==> src/hw/rvseed_mem_pkg.sv <==
package rvseed_mem_pkg;

    // data path width of request ports and axi data bus
    parameter int XLEN = 64;
    // byte address width
    parameter int ADDR_W = 32;
    // one strobe bit per data byte
    parameter int STRB_W = XLEN / 8;

    // access size, encoded like axi size for a 64-bit bus
    typedef enum logic [1:0] {
        SIZE_BYTE   = 2'd0,
        SIZE_HALF   = 2'd1,
        SIZE_WORD   = 2'd2,
        SIZE_DOUBLE = 2'd3
    } acc_size_e;

    // axi response codes
    typedef enum logic [1:0] {
        RESP_OKAY   = 2'b00,
        RESP_EXOKAY = 2'b01,
        RESP_SLVERR = 2'b10,
        RESP_DECERR = 2'b11
    } axi_resp_e;

    // bridge read channel FSM
    typedef enum logic [1:0] {
        RD_IDLE,
        RD_ADDR,
        RD_DATA
    } rd_state_e;

    // bridge write channel FSM
    typedef enum logic [1:0] {
        WR_IDLE,
        WR_ADDR_DATA,
        WR_RESP
    } wr_state_e;

    // sram slave FSM
    typedef enum logic [1:0] {
        SLV_IDLE,
        SLV_READ_RESP,
        SLV_WRITE_RESP
    } slv_state_e;

endpackage

==> src/hw/mem_req_if.sv <==
`timescale 1ns/1ps

interface mem_req_if;
    import rvseed_mem_pkg::*;

    // request side, held stable until ready
    logic               valid;
    logic               write;
    logic [ADDR_W-1:0]  addr;
    logic [XLEN-1:0]    wdata;
    acc_size_e          size;
    // response side, one cycle pulse with data
    logic               ready;
    logic [XLEN-1:0]    rdata;
    axi_resp_e          resp;

    modport requester (
        output valid, write, addr, wdata, size,
        input  ready, rdata, resp
    );

    modport responder (
        input  valid, write, addr, wdata, size,
        output ready, rdata, resp
    );

endinterface

==> src/hw/axi_lite4_if.sv <==
`timescale 1ns/1ps

interface axi_lite4_if;
    import rvseed_mem_pkg::*;

    // write address channel
    logic               aw_valid;
    logic               aw_ready;
    logic [ADDR_W-1:0]  aw_addr;
    logic [2:0]         aw_size;

    // write data channel, single beat
    logic               w_valid;
    logic               w_ready;
    logic [XLEN-1:0]    w_data;
    logic [STRB_W-1:0]  w_strb;
    logic               w_last;

    // write response channel
    logic               b_valid;
    logic               b_ready;
    axi_resp_e          b_resp;

    // read address channel
    logic               ar_valid;
    logic               ar_ready;
    logic [ADDR_W-1:0]  ar_addr;
    logic [2:0]         ar_size;

    // read data channel, single beat
    logic               r_valid;
    logic               r_ready;
    logic [XLEN-1:0]    r_data;
    axi_resp_e          r_resp;
    logic               r_last;

    modport master (
        output aw_valid, aw_addr, aw_size,
        output w_valid, w_data, w_strb, w_last,
        output b_ready,
        output ar_valid, ar_addr, ar_size,
        output r_ready,
        input  aw_ready, w_ready, b_valid, b_resp,
        input  ar_ready, r_valid, r_data, r_resp, r_last
    );

    modport slave (
        input  aw_valid, aw_addr, aw_size,
        input  w_valid, w_data, w_strb, w_last,
        input  b_ready,
        input  ar_valid, ar_addr, ar_size,
        input  r_ready,
        output aw_ready, w_ready, b_valid, b_resp,
        output ar_ready, r_valid, r_data, r_resp, r_last
    );

endinterface

==> src/hw/axi_master_bridge.sv <==
`timescale 1ns/1ps

module axi_master_bridge (
    input logic             clock,
    input logic             reset_n,
    mem_req_if.responder    req,
    axi_lite4_if.master     axi
);
    import rvseed_mem_pkg::*;

    rd_state_e          rd_state;
    wr_state_e          wr_state;
    // captured request
    logic [ADDR_W-1:0]  addr_q;
    acc_size_e          size_q;
    logic [XLEN-1:0]    wdata_q;
    // per channel done flags for the write pair
    logic               aw_done;
    logic               w_done;
    // response back to requester
    logic               ready_q;
    logic [XLEN-1:0]    rdata_q;
    axi_resp_e          resp_q;
    // lane math
    logic [5:0]         bit_off;
    logic [STRB_W-1:0]  size_strb;
    logic [XLEN-1:0]    size_mask;
    logic               misaligned;
    logic               accept;
    logic               aw_hs;
    logic               w_hs;
    logic               b_hs;
    logic               ar_hs;
    logic               r_done;
    logic               wr_sent;

    // both machines idle, and skip the cycle where ready is still out
    assign accept = req.valid && !ready_q && rd_state == RD_IDLE && wr_state == WR_IDLE;

    assign aw_hs   = axi.aw_valid && axi.aw_ready;
    assign w_hs    = axi.w_valid && axi.w_ready;
    assign b_hs    = axi.b_valid && axi.b_ready;
    assign ar_hs   = axi.ar_valid && axi.ar_ready;
    assign r_done  = axi.r_valid && axi.r_ready && axi.r_last;
    assign wr_sent = (aw_done || aw_hs) && (w_done || w_hs);

    // byte lane from low address bits
    assign bit_off = {addr_q[2:0], 3'b000};

    always_comb begin
        case (size_q)
            SIZE_BYTE: begin
                size_strb = 8'h01;
                size_mask = 64'h0000_0000_0000_00ff;
            end
            SIZE_HALF: begin
                size_strb = 8'h03;
                size_mask = 64'h0000_0000_0000_ffff;
            end
            SIZE_WORD: begin
                size_strb = 8'h0f;
                size_mask = 64'h0000_0000_ffff_ffff;
            end
            default: begin
                size_strb = 8'hff;
                size_mask = 64'hffff_ffff_ffff_ffff;
            end
        endcase
    end

    // incoming request must sit inside one 8-byte word
    always_comb begin
        case (req.size)
            SIZE_HALF:   misaligned = req.addr[0];
            SIZE_WORD:   misaligned = |req.addr[1:0];
            SIZE_DOUBLE: misaligned = |req.addr[2:0];
            default:     misaligned = 1'b0;
        endcase
    end

    // read FSM
    always_ff @(posedge clock) begin
        if (!reset_n) begin
            rd_state <= RD_IDLE;
        end else begin
            case (rd_state)
                RD_IDLE: if (accept && !req.write) rd_state <= RD_ADDR;
                RD_ADDR: if (ar_hs) rd_state <= RD_DATA;
                RD_DATA: if (r_done) rd_state <= RD_IDLE;
                default: rd_state <= RD_IDLE;
            endcase
        end
    end

    // write FSM, aw and w go out together
    always_ff @(posedge clock) begin
        if (!reset_n) begin
            wr_state <= WR_IDLE;
            aw_done  <= 1'b0;
            w_done   <= 1'b0;
        end else begin
            case (wr_state)
                WR_IDLE: begin
                    aw_done <= 1'b0;
                    w_done  <= 1'b0;
                    if (accept && req.write) wr_state <= WR_ADDR_DATA;
                end
                WR_ADDR_DATA: begin
                    aw_done <= aw_done || aw_hs;
                    w_done  <= w_done || w_hs;
                    if (wr_sent) wr_state <= WR_RESP;
                end
                WR_RESP: if (b_hs) wr_state <= WR_IDLE;
                default: wr_state <= WR_IDLE;
            endcase
        end
    end

    // capture request on acceptance
    always_ff @(posedge clock) begin
        if (accept) begin
            addr_q  <= req.addr;
            size_q  <= req.size;
            wdata_q <= req.wdata;
        end
    end

    // ready pulses the cycle after r or b handshake
    always_ff @(posedge clock) begin
        if (!reset_n) begin
            ready_q <= 1'b0;
        end else begin
            ready_q <= r_done || b_hs;
        end
    end

    always_ff @(posedge clock) begin
        if (r_done) begin
            // shift addressed lanes down, zero extend
            rdata_q <= (axi.r_data >> bit_off) & size_mask;
            resp_q  <= axi.r_resp;
        end else if (b_hs) begin
            rdata_q <= '0;
            resp_q  <= axi.b_resp;
        end
    end

    assign req.ready = ready_q;
    assign req.rdata = rdata_q;
    assign req.resp  = resp_q;

    // read channels
    assign axi.ar_valid = (rd_state == RD_ADDR);
    assign axi.ar_addr  = addr_q;
    assign axi.ar_size  = {1'b0, size_q};
    assign axi.r_ready  = (rd_state == RD_DATA);

    // write channels, data moved to its byte lane
    assign axi.aw_valid = (wr_state == WR_ADDR_DATA) && !aw_done;
    assign axi.aw_addr  = addr_q;
    assign axi.aw_size  = {1'b0, size_q};
    assign axi.w_valid  = (wr_state == WR_ADDR_DATA) && !w_done;
    assign axi.w_data   = wdata_q << bit_off;
    assign axi.w_strb   = size_strb << addr_q[2:0];
    assign axi.w_last   = 1'b1;
    assign axi.b_ready  = (wr_state == WR_RESP);

    // requesters never hand over an access crossing a word
    a_req_aligned: assert property (@(posedge clock) disable iff (!reset_n)
        accept |-> !misaligned);

endmodule

==> src/flat_wrapper.sv <==
// flat-port wrapper written by rule: the top's interface ports become plain ports
module axi_master_bridge_flat import rvseed_mem_pkg::*;
  (clock, reset_n, req_valid, req_write, req_addr, req_wdata, req_size, req_ready, req_rdata, req_resp, axi_aw_valid, axi_aw_addr, axi_aw_size, axi_w_valid, axi_w_data, axi_w_strb, axi_w_last, axi_b_ready, axi_ar_valid, axi_ar_addr, axi_ar_size, axi_r_ready, axi_aw_ready, axi_w_ready, axi_b_valid, axi_b_resp, axi_ar_ready, axi_r_valid, axi_r_data, axi_r_resp, axi_r_last);
  mem_req_if req_i ();
  axi_lite4_if axi_i ();
  input logic clock;
  input logic reset_n;
  input wire logic [$bits(req_i.valid)-1:0] req_valid;
  input wire logic [$bits(req_i.write)-1:0] req_write;
  input wire logic [$bits(req_i.addr)-1:0] req_addr;
  input wire logic [$bits(req_i.wdata)-1:0] req_wdata;
  input wire logic [$bits(req_i.size)-1:0] req_size;
  output wire logic [$bits(req_i.ready)-1:0] req_ready;
  output wire logic [$bits(req_i.rdata)-1:0] req_rdata;
  output wire logic [$bits(req_i.resp)-1:0] req_resp;
  output wire logic [$bits(axi_i.aw_valid)-1:0] axi_aw_valid;
  output wire logic [$bits(axi_i.aw_addr)-1:0] axi_aw_addr;
  output wire logic [$bits(axi_i.aw_size)-1:0] axi_aw_size;
  output wire logic [$bits(axi_i.w_valid)-1:0] axi_w_valid;
  output wire logic [$bits(axi_i.w_data)-1:0] axi_w_data;
  output wire logic [$bits(axi_i.w_strb)-1:0] axi_w_strb;
  output wire logic [$bits(axi_i.w_last)-1:0] axi_w_last;
  output wire logic [$bits(axi_i.b_ready)-1:0] axi_b_ready;
  output wire logic [$bits(axi_i.ar_valid)-1:0] axi_ar_valid;
  output wire logic [$bits(axi_i.ar_addr)-1:0] axi_ar_addr;
  output wire logic [$bits(axi_i.ar_size)-1:0] axi_ar_size;
  output wire logic [$bits(axi_i.r_ready)-1:0] axi_r_ready;
  input wire logic [$bits(axi_i.aw_ready)-1:0] axi_aw_ready;
  input wire logic [$bits(axi_i.w_ready)-1:0] axi_w_ready;
  input wire logic [$bits(axi_i.b_valid)-1:0] axi_b_valid;
  input wire logic [$bits(axi_i.b_resp)-1:0] axi_b_resp;
  input wire logic [$bits(axi_i.ar_ready)-1:0] axi_ar_ready;
  input wire logic [$bits(axi_i.r_valid)-1:0] axi_r_valid;
  input wire logic [$bits(axi_i.r_data)-1:0] axi_r_data;
  input wire logic [$bits(axi_i.r_resp)-1:0] axi_r_resp;
  input wire logic [$bits(axi_i.r_last)-1:0] axi_r_last;
  assign req_i.valid = req_valid;
  assign req_i.write = req_write;
  assign req_i.addr = req_addr;
  assign req_i.wdata = req_wdata;
  assign req_i.size = req_size;
  assign req_ready = req_i.ready;
  assign req_rdata = req_i.rdata;
  assign req_resp = req_i.resp;
  assign axi_aw_valid = axi_i.aw_valid;
  assign axi_aw_addr = axi_i.aw_addr;
  assign axi_aw_size = axi_i.aw_size;
  assign axi_w_valid = axi_i.w_valid;
  assign axi_w_data = axi_i.w_data;
  assign axi_w_strb = axi_i.w_strb;
  assign axi_w_last = axi_i.w_last;
  assign axi_b_ready = axi_i.b_ready;
  assign axi_ar_valid = axi_i.ar_valid;
  assign axi_ar_addr = axi_i.ar_addr;
  assign axi_ar_size = axi_i.ar_size;
  assign axi_r_ready = axi_i.r_ready;
  assign axi_i.aw_ready = axi_aw_ready;
  assign axi_i.w_ready = axi_w_ready;
  assign axi_i.b_valid = axi_b_valid;
  assign axi_i.b_resp = axi_b_resp;
  assign axi_i.ar_ready = axi_ar_ready;
  assign axi_i.r_valid = axi_r_valid;
  assign axi_i.r_data = axi_r_data;
  assign axi_i.r_resp = axi_r_resp;
  assign axi_i.r_last = axi_r_last;
  axi_master_bridge u_core (.clock(clock), .reset_n(reset_n), .req(req_i), .axi(axi_i));
endmodule
==> config.mk <==
export PLATFORM = sky130hd
export DESIGN_NAME = axi_master_bridge_flat
export DESIGN_NICKNAME = d
export VERILOG_FILES = /design/src/hw/rvseed_mem_pkg.sv /design/src/hw/mem_req_if.sv /design/src/hw/axi_lite4_if.sv /design/src/hw/axi_master_bridge.sv /design/src/flat_wrapper.sv
export SDC_FILE = /design/constraint.sdc
export NUM_CORES = 1
export LEC_CHECK = 0
export ABC_AREA = 1
export BUFFER_PORTS_ARGS = -buffer_cell sky130_fd_sc_hd__buf_4
export CAP_MARGIN = 20
export CORE_AREA = 2 2 152 154
export DETAILED_ROUTE_END_ITERATION = 8
export DIE_AREA = 0 0 154 156
export GPL_TIMING_DRIVEN = 0
export PLACE_DENSITY_LB_ADDON = 0.05
export SLEW_MARGIN = 30
export SYNTH_ARGS = -nofsm -noshare
export SYNTH_HDL_FRONTEND = slang
export SYNTH_SLANG_ARGS = --single-unit
==> constraint.sdc <==
create_clock -name clock -period 3.9 [get_ports clock]
set_clock_uncertainty 0.1 [all_clocks]
set_input_delay 0.78 -clock clock [delete_from_list [all_inputs] [get_ports clock]]
set_output_delay 0.78 -clock clock [all_outputs]
set_load 0.05 [all_outputs]
==> flow_summary.json <==
{
  "critPathBufInv": 5,
  "grt_max_degree": 64,
  "final_cells": 1899,
  "max_clock_freq_mhz": 305,
  "yosysWarnings": 0,
  "layout_commonest_cell": "nand2_1",
  "first_iter_violations": 880,
  "drt_pass1_iterations": 6,
  "numPortBuffers": 387,
  "min_path_type": "input port to flip-flop",
  "core_area_um2": 22400,
  "synth-seq-cells": 171,
  "place_ws_ns": 1.12,
  "clock-root-buffer": "clkbuf_16",
  "layout_common_cells": "nand2_1, buf_4, edfxtp_1",
  "finalWirelength_um": 38700,
  "relSlewSlack_pct": 52.8,
  "drc": 0,
  "synth_compound_area_share_pct": 5.41,
  "synthesis.area_um2": 9590,
  "syn_inst": 1193,
  "avgSynthCellArea_um2": 8.04,
  "die_y_um": 156,
  "htreeDepth": 4,
  "worst_path_dominant_cell_family": "buffers and inverters",
  "cp.arrival_ns": 2.40,
  "tritoncts": "done",
  "drv_cap": 0,
  "antenna_found_initial": 0,
  "grt_pass1_wl_um": 56300,
  "synth_top_family_by_area": "simple AND/OR/NAND/NOR gates",
  "cts_resized": 0,
  "leakage_nw": 6.39,
  "synth-xor-area-share_pct": 0,
  "cp_cell_sequence": "buf_6 > inv_4 > buf_2 > buf_2 > nand2_1 > nand3_1 > nand3_1 > nand2_1 > buf_4",
  "cts_setup_buffers": 0,
  "seq_area_frac_synth_pct": 52.8,
  "synthMuxAreaShare_pct": 0,
  "ioPinCount": 391,
  "vias_per_cell": 5.24,
  "dr_total_vias": 9954,
  "clockBufferDepth": 2,
  "overflow": 0,
  "first_global_vias": 9680,
  "start_util_pct": 42.9,
  "antenna_cells": 0,
  "timing.hold.ws_ns": 0.418,
  "clk_pin_slew_ns": 0.07,
  "setup_viol": 0,
  "design_area_um2": 13500,
  "dp_hpwl_um": 30400,
  "placed_area_um2": 12900,
  "rsz0062_at_grt": "no",
  "worst_ir_drop_vdd_v": 0.000317,
  "period_share_pct": 84.1,
  "clk_latency_ns": 0.43,
  "hold_viol": 0,
  "synth-simple-area-share_pct": 32.0,
  "place.gp.congestion": 0.982,
  "worst-setup-path-type": "flip-flop to primary output",
  "wl_per_cell_um": 20.4,
  "yosysUniqueCellTypes": 30,
  "final_max_slew_viol_count": 0,
  "dieWidth_um": 154,
  "critPathSlowestCell": "edfxtp_1",
  "layout_setup_ws_ns": 0.620,
  "worstMarginPinSlew_ns": 0.709,
  "final_antenna_net_count": 0,
  "critPathLaunchType": "flip-flop",
  "layout.nets": 1778,
  "holdBufCountCts": 0,
  "crit_required_ns": 3.02,
  "post-route-min-period_ns": 3.28,
  "cts.sinks": 171,
  "cts_made_buffers": 17,
  "status": "finished, final reports clean",
  "powerDensity_nw_per_um2": 451,
  "grt_usage_pct": 31.7,
  "area_growth_pct": 40.8,
  "drive_gt1_share_pct": 32.7,
  "synthAdderAreaFrac_pct": 0,
  "dieArea_um2": 24000,
  "cp_max_fo": 10,
  "cpPeakStageDelay_ns": 0.44,
  "tns_ns": 0,
  "fp-row-count": 55,
  "dp.cells": 1868,
  "crit_path_end_kind": "primary output"
}
[per-layer routing]
layer	global-route usage (%)	wire length, um	vias to the layer above
met1	38.2	14700	4616
li1	-	-	4674
met3	6.67	3260	90
met4	15.0	1750	0
met5	0	0	-
met2	54.6	19000	574
[kinds of logic after synthesis]
kind of cell / Yosys count
flops: 171
compound gates: 100
other cells: 2
buf+inv: 181
simple gates: 739
[flip-flops by register name (all words and copies together) (netlist names)]
signal and count:
u_core.wr_state 2, u_core.w_done 1, u_core.rd_state 2, u_core.req.rdata 64, u_core.req.ready 1, u_core.size_q 2, u_core.axi.ar_addr 32, u_core.wdata_q 64
u_core.aw_done 1, u_core.req.resp 2
[final cells by class]
cell class | count | area [um2]
repair buffers | 389 | 2950
inverters | 74 | 285
clock buffers | 17 | 425
plain buffers | 107 | 649
multi-input cells | 842 | 3610
clock inverters | 14 | 160
well taps | 285 | 357
fillers | 2083 | 8860
flip-flops and latches | 171 | 5060
[report_power, final]
group | internal (W) | total (W) | leakage, nW | switching [W]
sequential | 0.00216 | 0.00223 | 1.55 | 0.0000703
combinational | 0.000628 | 0.00210 | 4.55 | 0.00148
clock | 0.000959 | 0.00175 | 0.286 | 0.000795
[worst paths after layout]
kind                                 to  slack (ns)                  start  depth (start not counted)
setup / recovery         axi_w_data[63]        0.62  u_core.axi.ar_addr[0]                          9
hold / removal    u_core.axi.ar_addr[9]        0.42            req_addr[9]                          1
setup reg to reg   u_core.req.rdata[19]        1.80  u_core.axi.ar_addr[0]                          8
hold reg to reg      u_core.wr_state[0]        0.50     u_core.rd_state[0]                          3
[per-stage QoR]
| stage | power (W) | util, % |
|---|---|---|
| floorplan | 0.00360 | - |
| global placement | 0.00435 | 57.5 |
| detailed placement | 0.00436 | 57.8 |
| CTS | 0.00608 | 60.4 |
| global route | 0.00630 | 60.4 |
| finish | 0.00609 | 60.4 |
[cell usage after synthesis (all sizes together)]
cell	count	area share, %
nor2	100	4.2
edfxtp	164	51
o21ai	49	2.6
o211ai	2	0.16
nand2	457	18
nor3	10	0.52
and2	9	0.59
inv	74	2.9
nor3b	2	0.16
a21oi	48	2.6
dfxtp	7	1.5
buf	86	5.9
o21bai	1	0.078
clkbuf	21	0.83
or2	16	1.0
nand3	144	7.5
conb	2	0.078
nand4	1	0.065
(Power assumes the default switching activity.)
