[src/hw/rvseed_mem_pkg.sv]
package rvseed_mem_pkg;

    // data path width of request ports and axi data bus
    parameter int XLEN = 64;
    // byte address width
    parameter int ADDR_W = 32;
    // one strobe bit per data byte
    parameter int STRB_W = XLEN / 8;

    // access size, encoded like axi size for a 64-bit bus
    typedef enum logic [1:0] {
        SIZE_BYTE   = 2'd0,
        SIZE_HALF   = 2'd1,
        SIZE_WORD   = 2'd2,
        SIZE_DOUBLE = 2'd3
    } acc_size_e;

    // axi response codes
    typedef enum logic [1:0] {
        RESP_OKAY   = 2'b00,
        RESP_EXOKAY = 2'b01,
        RESP_SLVERR = 2'b10,
        RESP_DECERR = 2'b11
    } axi_resp_e;

    // bridge read channel FSM
    typedef enum logic [1:0] {
        RD_IDLE,
        RD_ADDR,
        RD_DATA
    } rd_state_e;

    // bridge write channel FSM
    typedef enum logic [1:0] {
        WR_IDLE,
        WR_ADDR_DATA,
        WR_RESP
    } wr_state_e;

    // sram slave FSM
    typedef enum logic [1:0] {
        SLV_IDLE,
        SLV_READ_RESP,
        SLV_WRITE_RESP
    } slv_state_e;

endpackage

[src/hw/mem_req_if.sv]
`timescale 1ns/1ps

interface mem_req_if;
    import rvseed_mem_pkg::*;

    // request side, held stable until ready
    logic               valid;
    logic               write;
    logic [ADDR_W-1:0]  addr;
    logic [XLEN-1:0]    wdata;
    acc_size_e          size;
    // response side, one cycle pulse with data
    logic               ready;
    logic [XLEN-1:0]    rdata;
    axi_resp_e          resp;

    modport requester (
        output valid, write, addr, wdata, size,
        input  ready, rdata, resp
    );

    modport responder (
        input  valid, write, addr, wdata, size,
        output ready, rdata, resp
    );

endinterface

[src/hw/mem_arbiter.sv]
`timescale 1ns/1ps

module mem_arbiter (
    input logic             clock,
    input logic             reset_n,
    mem_req_if.responder    fetch_port,
    mem_req_if.responder    lsu_port,
    mem_req_if.requester    bus_port
);
    import rvseed_mem_pkg::*;

    typedef enum logic [1:0] {
        GNT_NONE,
        GNT_FETCH,
        GNT_LSU
    } grant_e;

    // grant held until bridge returns ready
    grant_e grant_q;
    // effective grant this cycle
    grant_e grant;
    // set when lsu was served last
    logic   last_lsu;

    // free bus picks in the same cycle, held grant wins otherwise
    always_comb begin
        grant = grant_q;
        if (grant_q == GNT_NONE) begin
            if (fetch_port.valid && lsu_port.valid) begin
                // round robin, port not served last goes first
                grant = last_lsu ? GNT_FETCH : GNT_LSU;
            end else if (fetch_port.valid) begin
                grant = GNT_FETCH;
            end else if (lsu_port.valid) begin
                grant = GNT_LSU;
            end
        end
    end

    always_ff @(posedge clock) begin
        if (!reset_n) begin
            grant_q  <= GNT_NONE;
            last_lsu <= 1'b0;
        end else if (bus_port.ready) begin
            // transaction done, release lock
            grant_q  <= GNT_NONE;
            last_lsu <= (grant == GNT_LSU);
        end else if (bus_port.valid) begin
            grant_q  <= grant;
        end
    end

    // forward granted request fields
    assign bus_port.valid = (grant == GNT_FETCH) ? fetch_port.valid :
                            (grant == GNT_LSU)   ? lsu_port.valid   : 1'b0;
    assign bus_port.write = (grant == GNT_LSU) ? lsu_port.write : fetch_port.write;
    assign bus_port.addr  = (grant == GNT_LSU) ? lsu_port.addr  : fetch_port.addr;
    assign bus_port.wdata = (grant == GNT_LSU) ? lsu_port.wdata : fetch_port.wdata;
    assign bus_port.size  = (grant == GNT_LSU) ? lsu_port.size  : fetch_port.size;

    // response only to the granted port
    assign fetch_port.ready = bus_port.ready && (grant == GNT_FETCH);
    assign fetch_port.rdata = (grant == GNT_FETCH) ? bus_port.rdata : '0;
    assign fetch_port.resp  = (grant == GNT_FETCH) ? bus_port.resp : RESP_OKAY;
    assign lsu_port.ready   = bus_port.ready && (grant == GNT_LSU);
    assign lsu_port.rdata   = (grant == GNT_LSU) ? bus_port.rdata : '0;
    assign lsu_port.resp    = (grant == GNT_LSU) ? bus_port.resp : RESP_OKAY;

    // grant and request stay put while pending on the bus
    a_grant_stable: assert property (@(posedge clock) disable iff (!reset_n)
        bus_port.valid && !bus_port.ready |=> bus_port.valid && grant == $past(grant));

    // bridge only completes a request that was locked in
    a_ready_has_grant: assert property (@(posedge clock) disable iff (!reset_n)
        bus_port.ready |-> grant_q != GNT_NONE);

endmodule

[src/flat_wrapper.sv]
// flat-port wrapper written by rule: the top's interface ports become plain ports
module mem_arbiter_flat import rvseed_mem_pkg::*;
  (clock, reset_n, fetch_port_valid, fetch_port_write, fetch_port_addr, fetch_port_wdata, fetch_port_size, fetch_port_ready, fetch_port_rdata, fetch_port_resp, lsu_port_valid, lsu_port_write, lsu_port_addr, lsu_port_wdata, lsu_port_size, lsu_port_ready, lsu_port_rdata, lsu_port_resp, bus_port_valid, bus_port_write, bus_port_addr, bus_port_wdata, bus_port_size, bus_port_ready, bus_port_rdata, bus_port_resp);
  mem_req_if fetch_port_i ();
  mem_req_if lsu_port_i ();
  mem_req_if bus_port_i ();
  input logic clock;
  input logic reset_n;
  input wire logic [$bits(fetch_port_i.valid)-1:0] fetch_port_valid;
  input wire logic [$bits(fetch_port_i.write)-1:0] fetch_port_write;
  input wire logic [$bits(fetch_port_i.addr)-1:0] fetch_port_addr;
  input wire logic [$bits(fetch_port_i.wdata)-1:0] fetch_port_wdata;
  input wire logic [$bits(fetch_port_i.size)-1:0] fetch_port_size;
  output wire logic [$bits(fetch_port_i.ready)-1:0] fetch_port_ready;
  output wire logic [$bits(fetch_port_i.rdata)-1:0] fetch_port_rdata;
  output wire logic [$bits(fetch_port_i.resp)-1:0] fetch_port_resp;
  input wire logic [$bits(lsu_port_i.valid)-1:0] lsu_port_valid;
  input wire logic [$bits(lsu_port_i.write)-1:0] lsu_port_write;
  input wire logic [$bits(lsu_port_i.addr)-1:0] lsu_port_addr;
  input wire logic [$bits(lsu_port_i.wdata)-1:0] lsu_port_wdata;
  input wire logic [$bits(lsu_port_i.size)-1:0] lsu_port_size;
  output wire logic [$bits(lsu_port_i.ready)-1:0] lsu_port_ready;
  output wire logic [$bits(lsu_port_i.rdata)-1:0] lsu_port_rdata;
  output wire logic [$bits(lsu_port_i.resp)-1:0] lsu_port_resp;
  output wire logic [$bits(bus_port_i.valid)-1:0] bus_port_valid;
  output wire logic [$bits(bus_port_i.write)-1:0] bus_port_write;
  output wire logic [$bits(bus_port_i.addr)-1:0] bus_port_addr;
  output wire logic [$bits(bus_port_i.wdata)-1:0] bus_port_wdata;
  output wire logic [$bits(bus_port_i.size)-1:0] bus_port_size;
  input wire logic [$bits(bus_port_i.ready)-1:0] bus_port_ready;
  input wire logic [$bits(bus_port_i.rdata)-1:0] bus_port_rdata;
  input wire logic [$bits(bus_port_i.resp)-1:0] bus_port_resp;
  assign fetch_port_i.valid = fetch_port_valid;
  assign fetch_port_i.write = fetch_port_write;
  assign fetch_port_i.addr = fetch_port_addr;
  assign fetch_port_i.wdata = fetch_port_wdata;
  assign fetch_port_i.size = fetch_port_size;
  assign fetch_port_ready = fetch_port_i.ready;
  assign fetch_port_rdata = fetch_port_i.rdata;
  assign fetch_port_resp = fetch_port_i.resp;
  assign lsu_port_i.valid = lsu_port_valid;
  assign lsu_port_i.write = lsu_port_write;
  assign lsu_port_i.addr = lsu_port_addr;
  assign lsu_port_i.wdata = lsu_port_wdata;
  assign lsu_port_i.size = lsu_port_size;
  assign lsu_port_ready = lsu_port_i.ready;
  assign lsu_port_rdata = lsu_port_i.rdata;
  assign lsu_port_resp = lsu_port_i.resp;
  assign bus_port_valid = bus_port_i.valid;
  assign bus_port_write = bus_port_i.write;
  assign bus_port_addr = bus_port_i.addr;
  assign bus_port_wdata = bus_port_i.wdata;
  assign bus_port_size = bus_port_i.size;
  assign bus_port_i.ready = bus_port_ready;
  assign bus_port_i.rdata = bus_port_rdata;
  assign bus_port_i.resp = bus_port_resp;
  mem_arbiter u_core (.clock(clock), .reset_n(reset_n), .fetch_port(fetch_port_i), .lsu_port(lsu_port_i), .bus_port(bus_port_i));
endmodule
[config.mk]
export PLATFORM = sky130hd
export DESIGN_NAME = mem_arbiter_flat
export DESIGN_NICKNAME = d
export VERILOG_FILES = /design/src/hw/rvseed_mem_pkg.sv /design/src/hw/mem_req_if.sv /design/src/hw/mem_arbiter.sv /design/src/flat_wrapper.sv
export SDC_FILE = /design/constraint.sdc
export NUM_CORES = 1
export LEC_CHECK = 0
export BUFFER_PORTS_ARGS = -buffer_cell sky130_fd_sc_hd__buf_2
export CORE_AREA = 2 2 193 195
export DETAILED_ROUTE_END_ITERATION = 8
export DIE_AREA = 0 0 195 197
export MAX_ROUTING_LAYER = met4
export PLACE_DENSITY_LB_ADDON = 0.15
export SYNTH_ARGS = -nofsm -noshare
export SYNTH_HDL_FRONTEND = slang
export SYNTH_SLANG_ARGS = --single-unit
[constraint.sdc]
create_clock -name clock -period 2.1 [get_ports clock]
set_input_delay 0.105 -clock clock [delete_from_list [all_inputs] [get_ports clock]]
set_output_delay 0.105 -clock clock [all_outputs]
set_load 0.01 [all_outputs]
==> impl_metrics.ini, run 1 <==
[power_and_ir_drop]
power.total_mw = 2.01
power_density_mw_per_mm2 = 344
leakage_nw = 3.27
peakVddDrop_v = 0.000256

[job]
cap_violations = 0

[cts]
clock_sinks = 3
post_cts_resized = 0
cts_root_buf = clkbuf_16
cts_buffers = 3
cts_tree = done
clkLatencyLatePin_ns = 0.22
cts_buffer_depth = 2
ctsHtreeMaxLevel = 1
cts_hold_buf = 0
cts_setup_buffers = 0
clkTransAtPathRegs_ns = 0.03

[synth]
synth_top_area_share_pct = 39.3
async_flop_share_pct = 0
synthTopCellsByCount = 70 x mux2_4, 68 x and2_1, 68 x nor3b_1
synth_area_leaders = mux2_4 39%, nor3b_1 19%, and2_1 16%
syn_nets = 552
avgSynthCellArea_um2 = 9.44
synth.most_common_cell = mux2_4
synth-main-ff-cell = dfxtp_1
synth_area_mm2 = 0.00267
synth_cells = 283
synth_cell_types = 19
synth_edf_count = 0
synth_top_cell_by_area = mux2_4
synth_seq_area_share_pct = 2.25
yosysWarnings = 0
synth-seq-cells = 3

[detailed_routing]
drt_iter0_drc = 74
drt-pass1-iter-count = 4
wl_mm = 20.5
routedWlPerCell_um = 16.5
drtAntennaViolNets = 0
vias = 4172
drc = 0
routed_via_density = 3.36

[place]
place_area_mm2 = 0.00575
globalplace.congestion = 0.750
dp_slack_ns = 0.311
portBuffers = 502
place_hpwl_mm = 18.2
dp.cells = 1235

[die]
die_x_um = 195
dieArea_mm2 = 0.0384
num_io_pins = 503
dieHeight_um = 197
start_util_pct = 7.37
coreArea_mm2 = 0.0363
rows = 70

[critical_path]
r2r-start = u_core.grant_q[0]$_SDFFE_PP0P_
cp-end-kind = output pin
cp-start-kind = register
crit_arrival_ns = 1.89
rrSetupSlack_ns = 0.85
cp_max_fo = 28
required_ns = 2.00
worstSetupPathType = register to output pin
reg2reg_depth = 4
r2r_end = u_core.last_lsu$_SDFFE_PN0P_

[status]
status = complete, no violations

[timing]
tns_ns = 0
timing.final.ws_setup_ns = 0.100
fin_crit_sh_pct = 95.2
max_clock_freq_mhz = 500
slew-limit-headroom_pct = 42.7
whs_ns = 0.164
skew_ns = 0.000364
worst_slew_pin_slew_ns = 0.859
setup_violations = 0
min_period_ns = 2.00
slew_viol_final = 0
finalHoldViolations = 0
rsz0062_at_grt = no

[layout]
fin_util_pct = 16.1
area_growth_pct = 119
fin_cells = 1242
stdcell_area_mm2 = 0.00584
nets = 1041
drive_above_1_share_pct = 81.1

[global_route]
grt_max_degree = 69
track_usage_pct = 10.1
grt_pass1_vias = 4225
grt-ovfl-total = 0
antenna_found_initial = 8
grt_pass1_wl_mm = 27.7

[hold_path]
holdPathEnd = u_core.last_lsu$_SDFFE_PN0P_
min_path_type = input port to register
holdPathStages = 2
min_from = reset_n
-- per-layer routing --
layer  up-vias  wire, µm  GRT usage [%]
met5         -         0              -
met4         0       420           2.46
met3        20      1650           1.97
met2       311     10600           19.2
met1      1867      7820           10.7
li1       1974         -              -
-- state kept, by name, indices dropped and copies added (netlist names) --
| signal | flops |
|---|---|
| u_core.last_lsu | 1 |
| u_core.grant_q | 2 |
-- where the power goes --
part           internal, mW  switching, mW
Sequential           0.0610        0.00294
Clock                 0.250         0.0473
Combinational         0.870          0.779
Total                  1.18          0.830
-- critical path: stages (launching register included) --
cell and delay (ns):
dfxtp_1 0.36, nand2b_4 0.18, o22ai_4 0.20, buf_12 0.20
buf_12 0.24, mux2_4 0.32, buf_2 0.14
-- cell families (layout without fill, tap and decap cells) --
group,count (synthesis),after routing,share of synthesized area [%]
AOI/OAI and AO/OA,6,6,1.87
buffers and inverters,35,523,7.87
DFF,3,3,2.25
muxes,99,99,51.6
other,0,3,0
and+or+nand+nor,140,140,36.4
-- layout make-up --
| type | instances | area [µm²] |
|---|---|---|
| Antenna cell | 3 | 7.51 |
| Clock buffer | 4 | 78.8 |
| Fill cell | 4226 | 30400 |
| Inverter | 2 | 7.51 |
| Multi-Input combinational cell | 245 | 2410 |
| Sequential cell | 3 | 61.3 |
| Tap cell | 468 | 586 |
| Timing Repair Buffer | 517 | 2690 |
-- placed cells by master, fill, tap and decap left out --
cell type and n:
buf_2 502, mux2_4 70, and2_1 68, nor3b_1 68
mux2_2 29, buf_4 10, buf_12 5, diode_2 3
clkbuf_16 3, o21ai_0 2, and3b_1 2, dfxtp_1 2
inv_1 1, nand2b_4 1, inv_2 1, o22ai_4 1
nand2b_1 1, a21oi_4 1, a31o_2 1, a31oi_1 1
clkbuf_1 1, dfxtp_2 1
-- worst max path at each step --
stage,end,slack [ns],start,cells past startpoint
after detailed placement,bus_port_wdata[48],0.31,u_core.grant_q[0]$_SDFFE_PP0P_,6
after global routing,bus_port_wdata[38],0.02,u_core.grant_q[0]$_SDFFE_PP0P_,6
after floorplan,bus_port_addr[0],0.67,u_core.grant_q[1]$_SDFFE_PP0P_,6
after CTS,bus_port_wdata[48],0.07,u_core.grant_q[0]$_SDFFE_PP0P_,6
final,bus_port_wdata[35],0.10,u_core.grant_q[0]$_SDFFE_PP0P_,6
after global placement,bus_port_wdata[50],0.33,u_core.grant_q[0]$_SDFFE_PP0P_,6
Power figures use the tool's default switching activity.
==> run 2: changes to the inputs <==
--- a/config.mk
+++ b/config.mk
@@ -9,8 +9,11 @@
 export CORE_AREA = 2 2 193 195
 export DETAILED_ROUTE_END_ITERATION = 8
 export DIE_AREA = 0 0 195 197
+export HOLD_SLACK_MARGIN = 0.02
 export MAX_ROUTING_LAYER = met4
 export PLACE_DENSITY_LB_ADDON = 0.15
+export SETUP_SLACK_MARGIN = 0.5
 export SYNTH_ARGS = -nofsm -noshare
 export SYNTH_HDL_FRONTEND = slang
 export SYNTH_SLANG_ARGS = --single-unit
+export TNS_END_PERCENT = 5
==> run 2 against run 1 <==
Effect of this change:
- critical path type unchanged
- final cell count up 0.48%
- sequential power is 2% lower
- hold slack lost 0.0074 ns
==> impl_metrics.ini, run 2 (synthesis results as in run 1) <==
[cts]
cts_hold_buf = 0
clock_sinks = 3
clkTransAtPathRegs_ns = 0.03
ctsHtreeMaxLevel = 1
clkLatencyLatePin_ns = 0.22
cts_buffers = 3
cts_tree = done
cts_root_buf = clkbuf_16
cts_buffer_depth = 2

[timing]
timing.final.ws_setup_ns = 0.164
tns_ns = 0
min_period_ns = 1.94
slew-limit-headroom_pct = 41.4
worst_slew_pin_slew_ns = 0.879
setup_violations = 0
rsz0062_at_grt = yes
finalHoldViolations = 0
skew_ns = 0.000402
whs_ns = 0.157
slew_viol_final = 0
max_clock_freq_mhz = 517
fin_crit_sh_pct = 92.2

[layout]
area_growth_pct = 127
largestRegisters = u_core.grant_q (2), u_core.last_lsu (1)
nets = 1049
drive_above_1_share_pct = 81.4
final_cell_mix = 488 x buf_2, 70 x mux2_4, 68 x and2_1, 68 x nor3b_1, 29 x mux2_2
regMostFlops = u_core.grant_q
largest_reg_flops = 2
mostFrequentLayoutCell = buf_2

[place]
portBuffers = 502
globalplace.congestion = 0.750
dp_slack_ns = 0.311
place_hpwl_mm = 18.2

[detailed_routing]
routedWlPerCell_um = 16.8
drc = 0
routed_via_density = 3.38
drt_iter0_drc = 67
vias = 4221
wl_mm = 20.9
drtAntennaViolNets = 0
drt-pass1-iter-count = 4

[die]
die_x_um = 195
coreArea_mm2 = 0.0363
start_util_pct = 7.37
dieHeight_um = 197
num_io_pins = 503
rows = 70
dieArea_mm2 = 0.0384

[global_route]
grt_max_degree = 69
track_usage_pct = 10.3
grt-ovfl-total = 0
grt_pass1_wl_mm = 28.1
antenna_found_initial = 8
grt_pass1_vias = 4253

[hold_path]
min_path_type = input port to register

[critical_path]
worstSetupPathType = register to output pin
cp-start-kind = register
cp-end-kind = output pin
required_ns = 2.00
crit_arrival_ns = 1.83
cp_max_fo = 7

[status]
status = complete, no violations

[power_and_ir_drop]
power_density_mw_per_mm2 = 349
leakage_nw = 3.38
peakVddDrop_v = 0.000256

[job]
cap_violations = 0
## run 2: final timing paths
path,depth (start not counted),end,from,slack [ns]
worst min-delay path,2,u_core.grant_q[0]$_SDFFE_PP0P_,bus_port_ready,0.16
worst max register to register,5,u_core.last_lsu$_SDFFE_PN0P_,u_core.last_lsu$_SDFFE_PN0P_,0.78
worst max-delay path,7,bus_port_addr[21],u_core.grant_q[0]$_SDFFE_PP0P_,0.16
worst min register to register,2,u_core.grant_q[0]$_SDFFE_PP0P_,u_core.grant_q[0]$_SDFFE_PP0P_,0.60
## run 2: repair_timing
item                       CTS  global route
cloned                       2             1
setup endpoints to repair  217           234
buffers inserted             3             2
resized for setup            3            18
pin swaps                    1             1
## run 2: metrics by stage
| stage | utilization, % | area [µm²] | instances | power (mW) |
|---|---|---|---|---|
| 2_1_floorplan | - | 2670 | 283 | 0.952 |
| 3_3_place_gp | 15.9 | 5750 | 1235 | 1.77 |
| 3_5_place_dp | 15.9 | 5750 | 1235 | 1.75 |
| 4_1_cts | 16.4 | 5940 | 1244 | 2.11 |
| 5_1_grt | 16.7 | 6070 | 1248 | 2.27 |
| 6_report | 16.7 | 6070 | 1248 | 2.12 |
## run 2: report_power, final
group	switching (mW)	internal [mW]
clock network	0.0473	0.250
registers	0.00255	0.0603
logic	0.805	0.952
## run 2: cell type report
type	count	area, µm²
Antenna cell	1	2.50
Multi-Input combinational cell	245	2410
Tap cell	468	586
Inverter	2	7.51
Fill cell	4199	30200
Clock buffer	4	78.8
Timing Repair Buffer	525	2920
Sequential cell	3	65.1
## run 2: routing by layer
metal	vias to the layer above	routed length (µm)	track usage (%)	share of wire (%)
met2	316	10800	19.4	51
met5	-	0	-	0
met3	24	1620	1.97	7.7
met4	0	453	2.46	2.2
li1	1990	-	-	-
met1	1891	8090	11.0	39
## run 2: critical path, cell delays in order (launching register included)
cell       delay, ns
dfxtp_4         0.35
nand2b_4        0.15
o22ai_4         0.21
buf_12          0.19
buf_12          0.13
clkbuf_16       0.15
mux2_4          0.30
buf_6           0.12
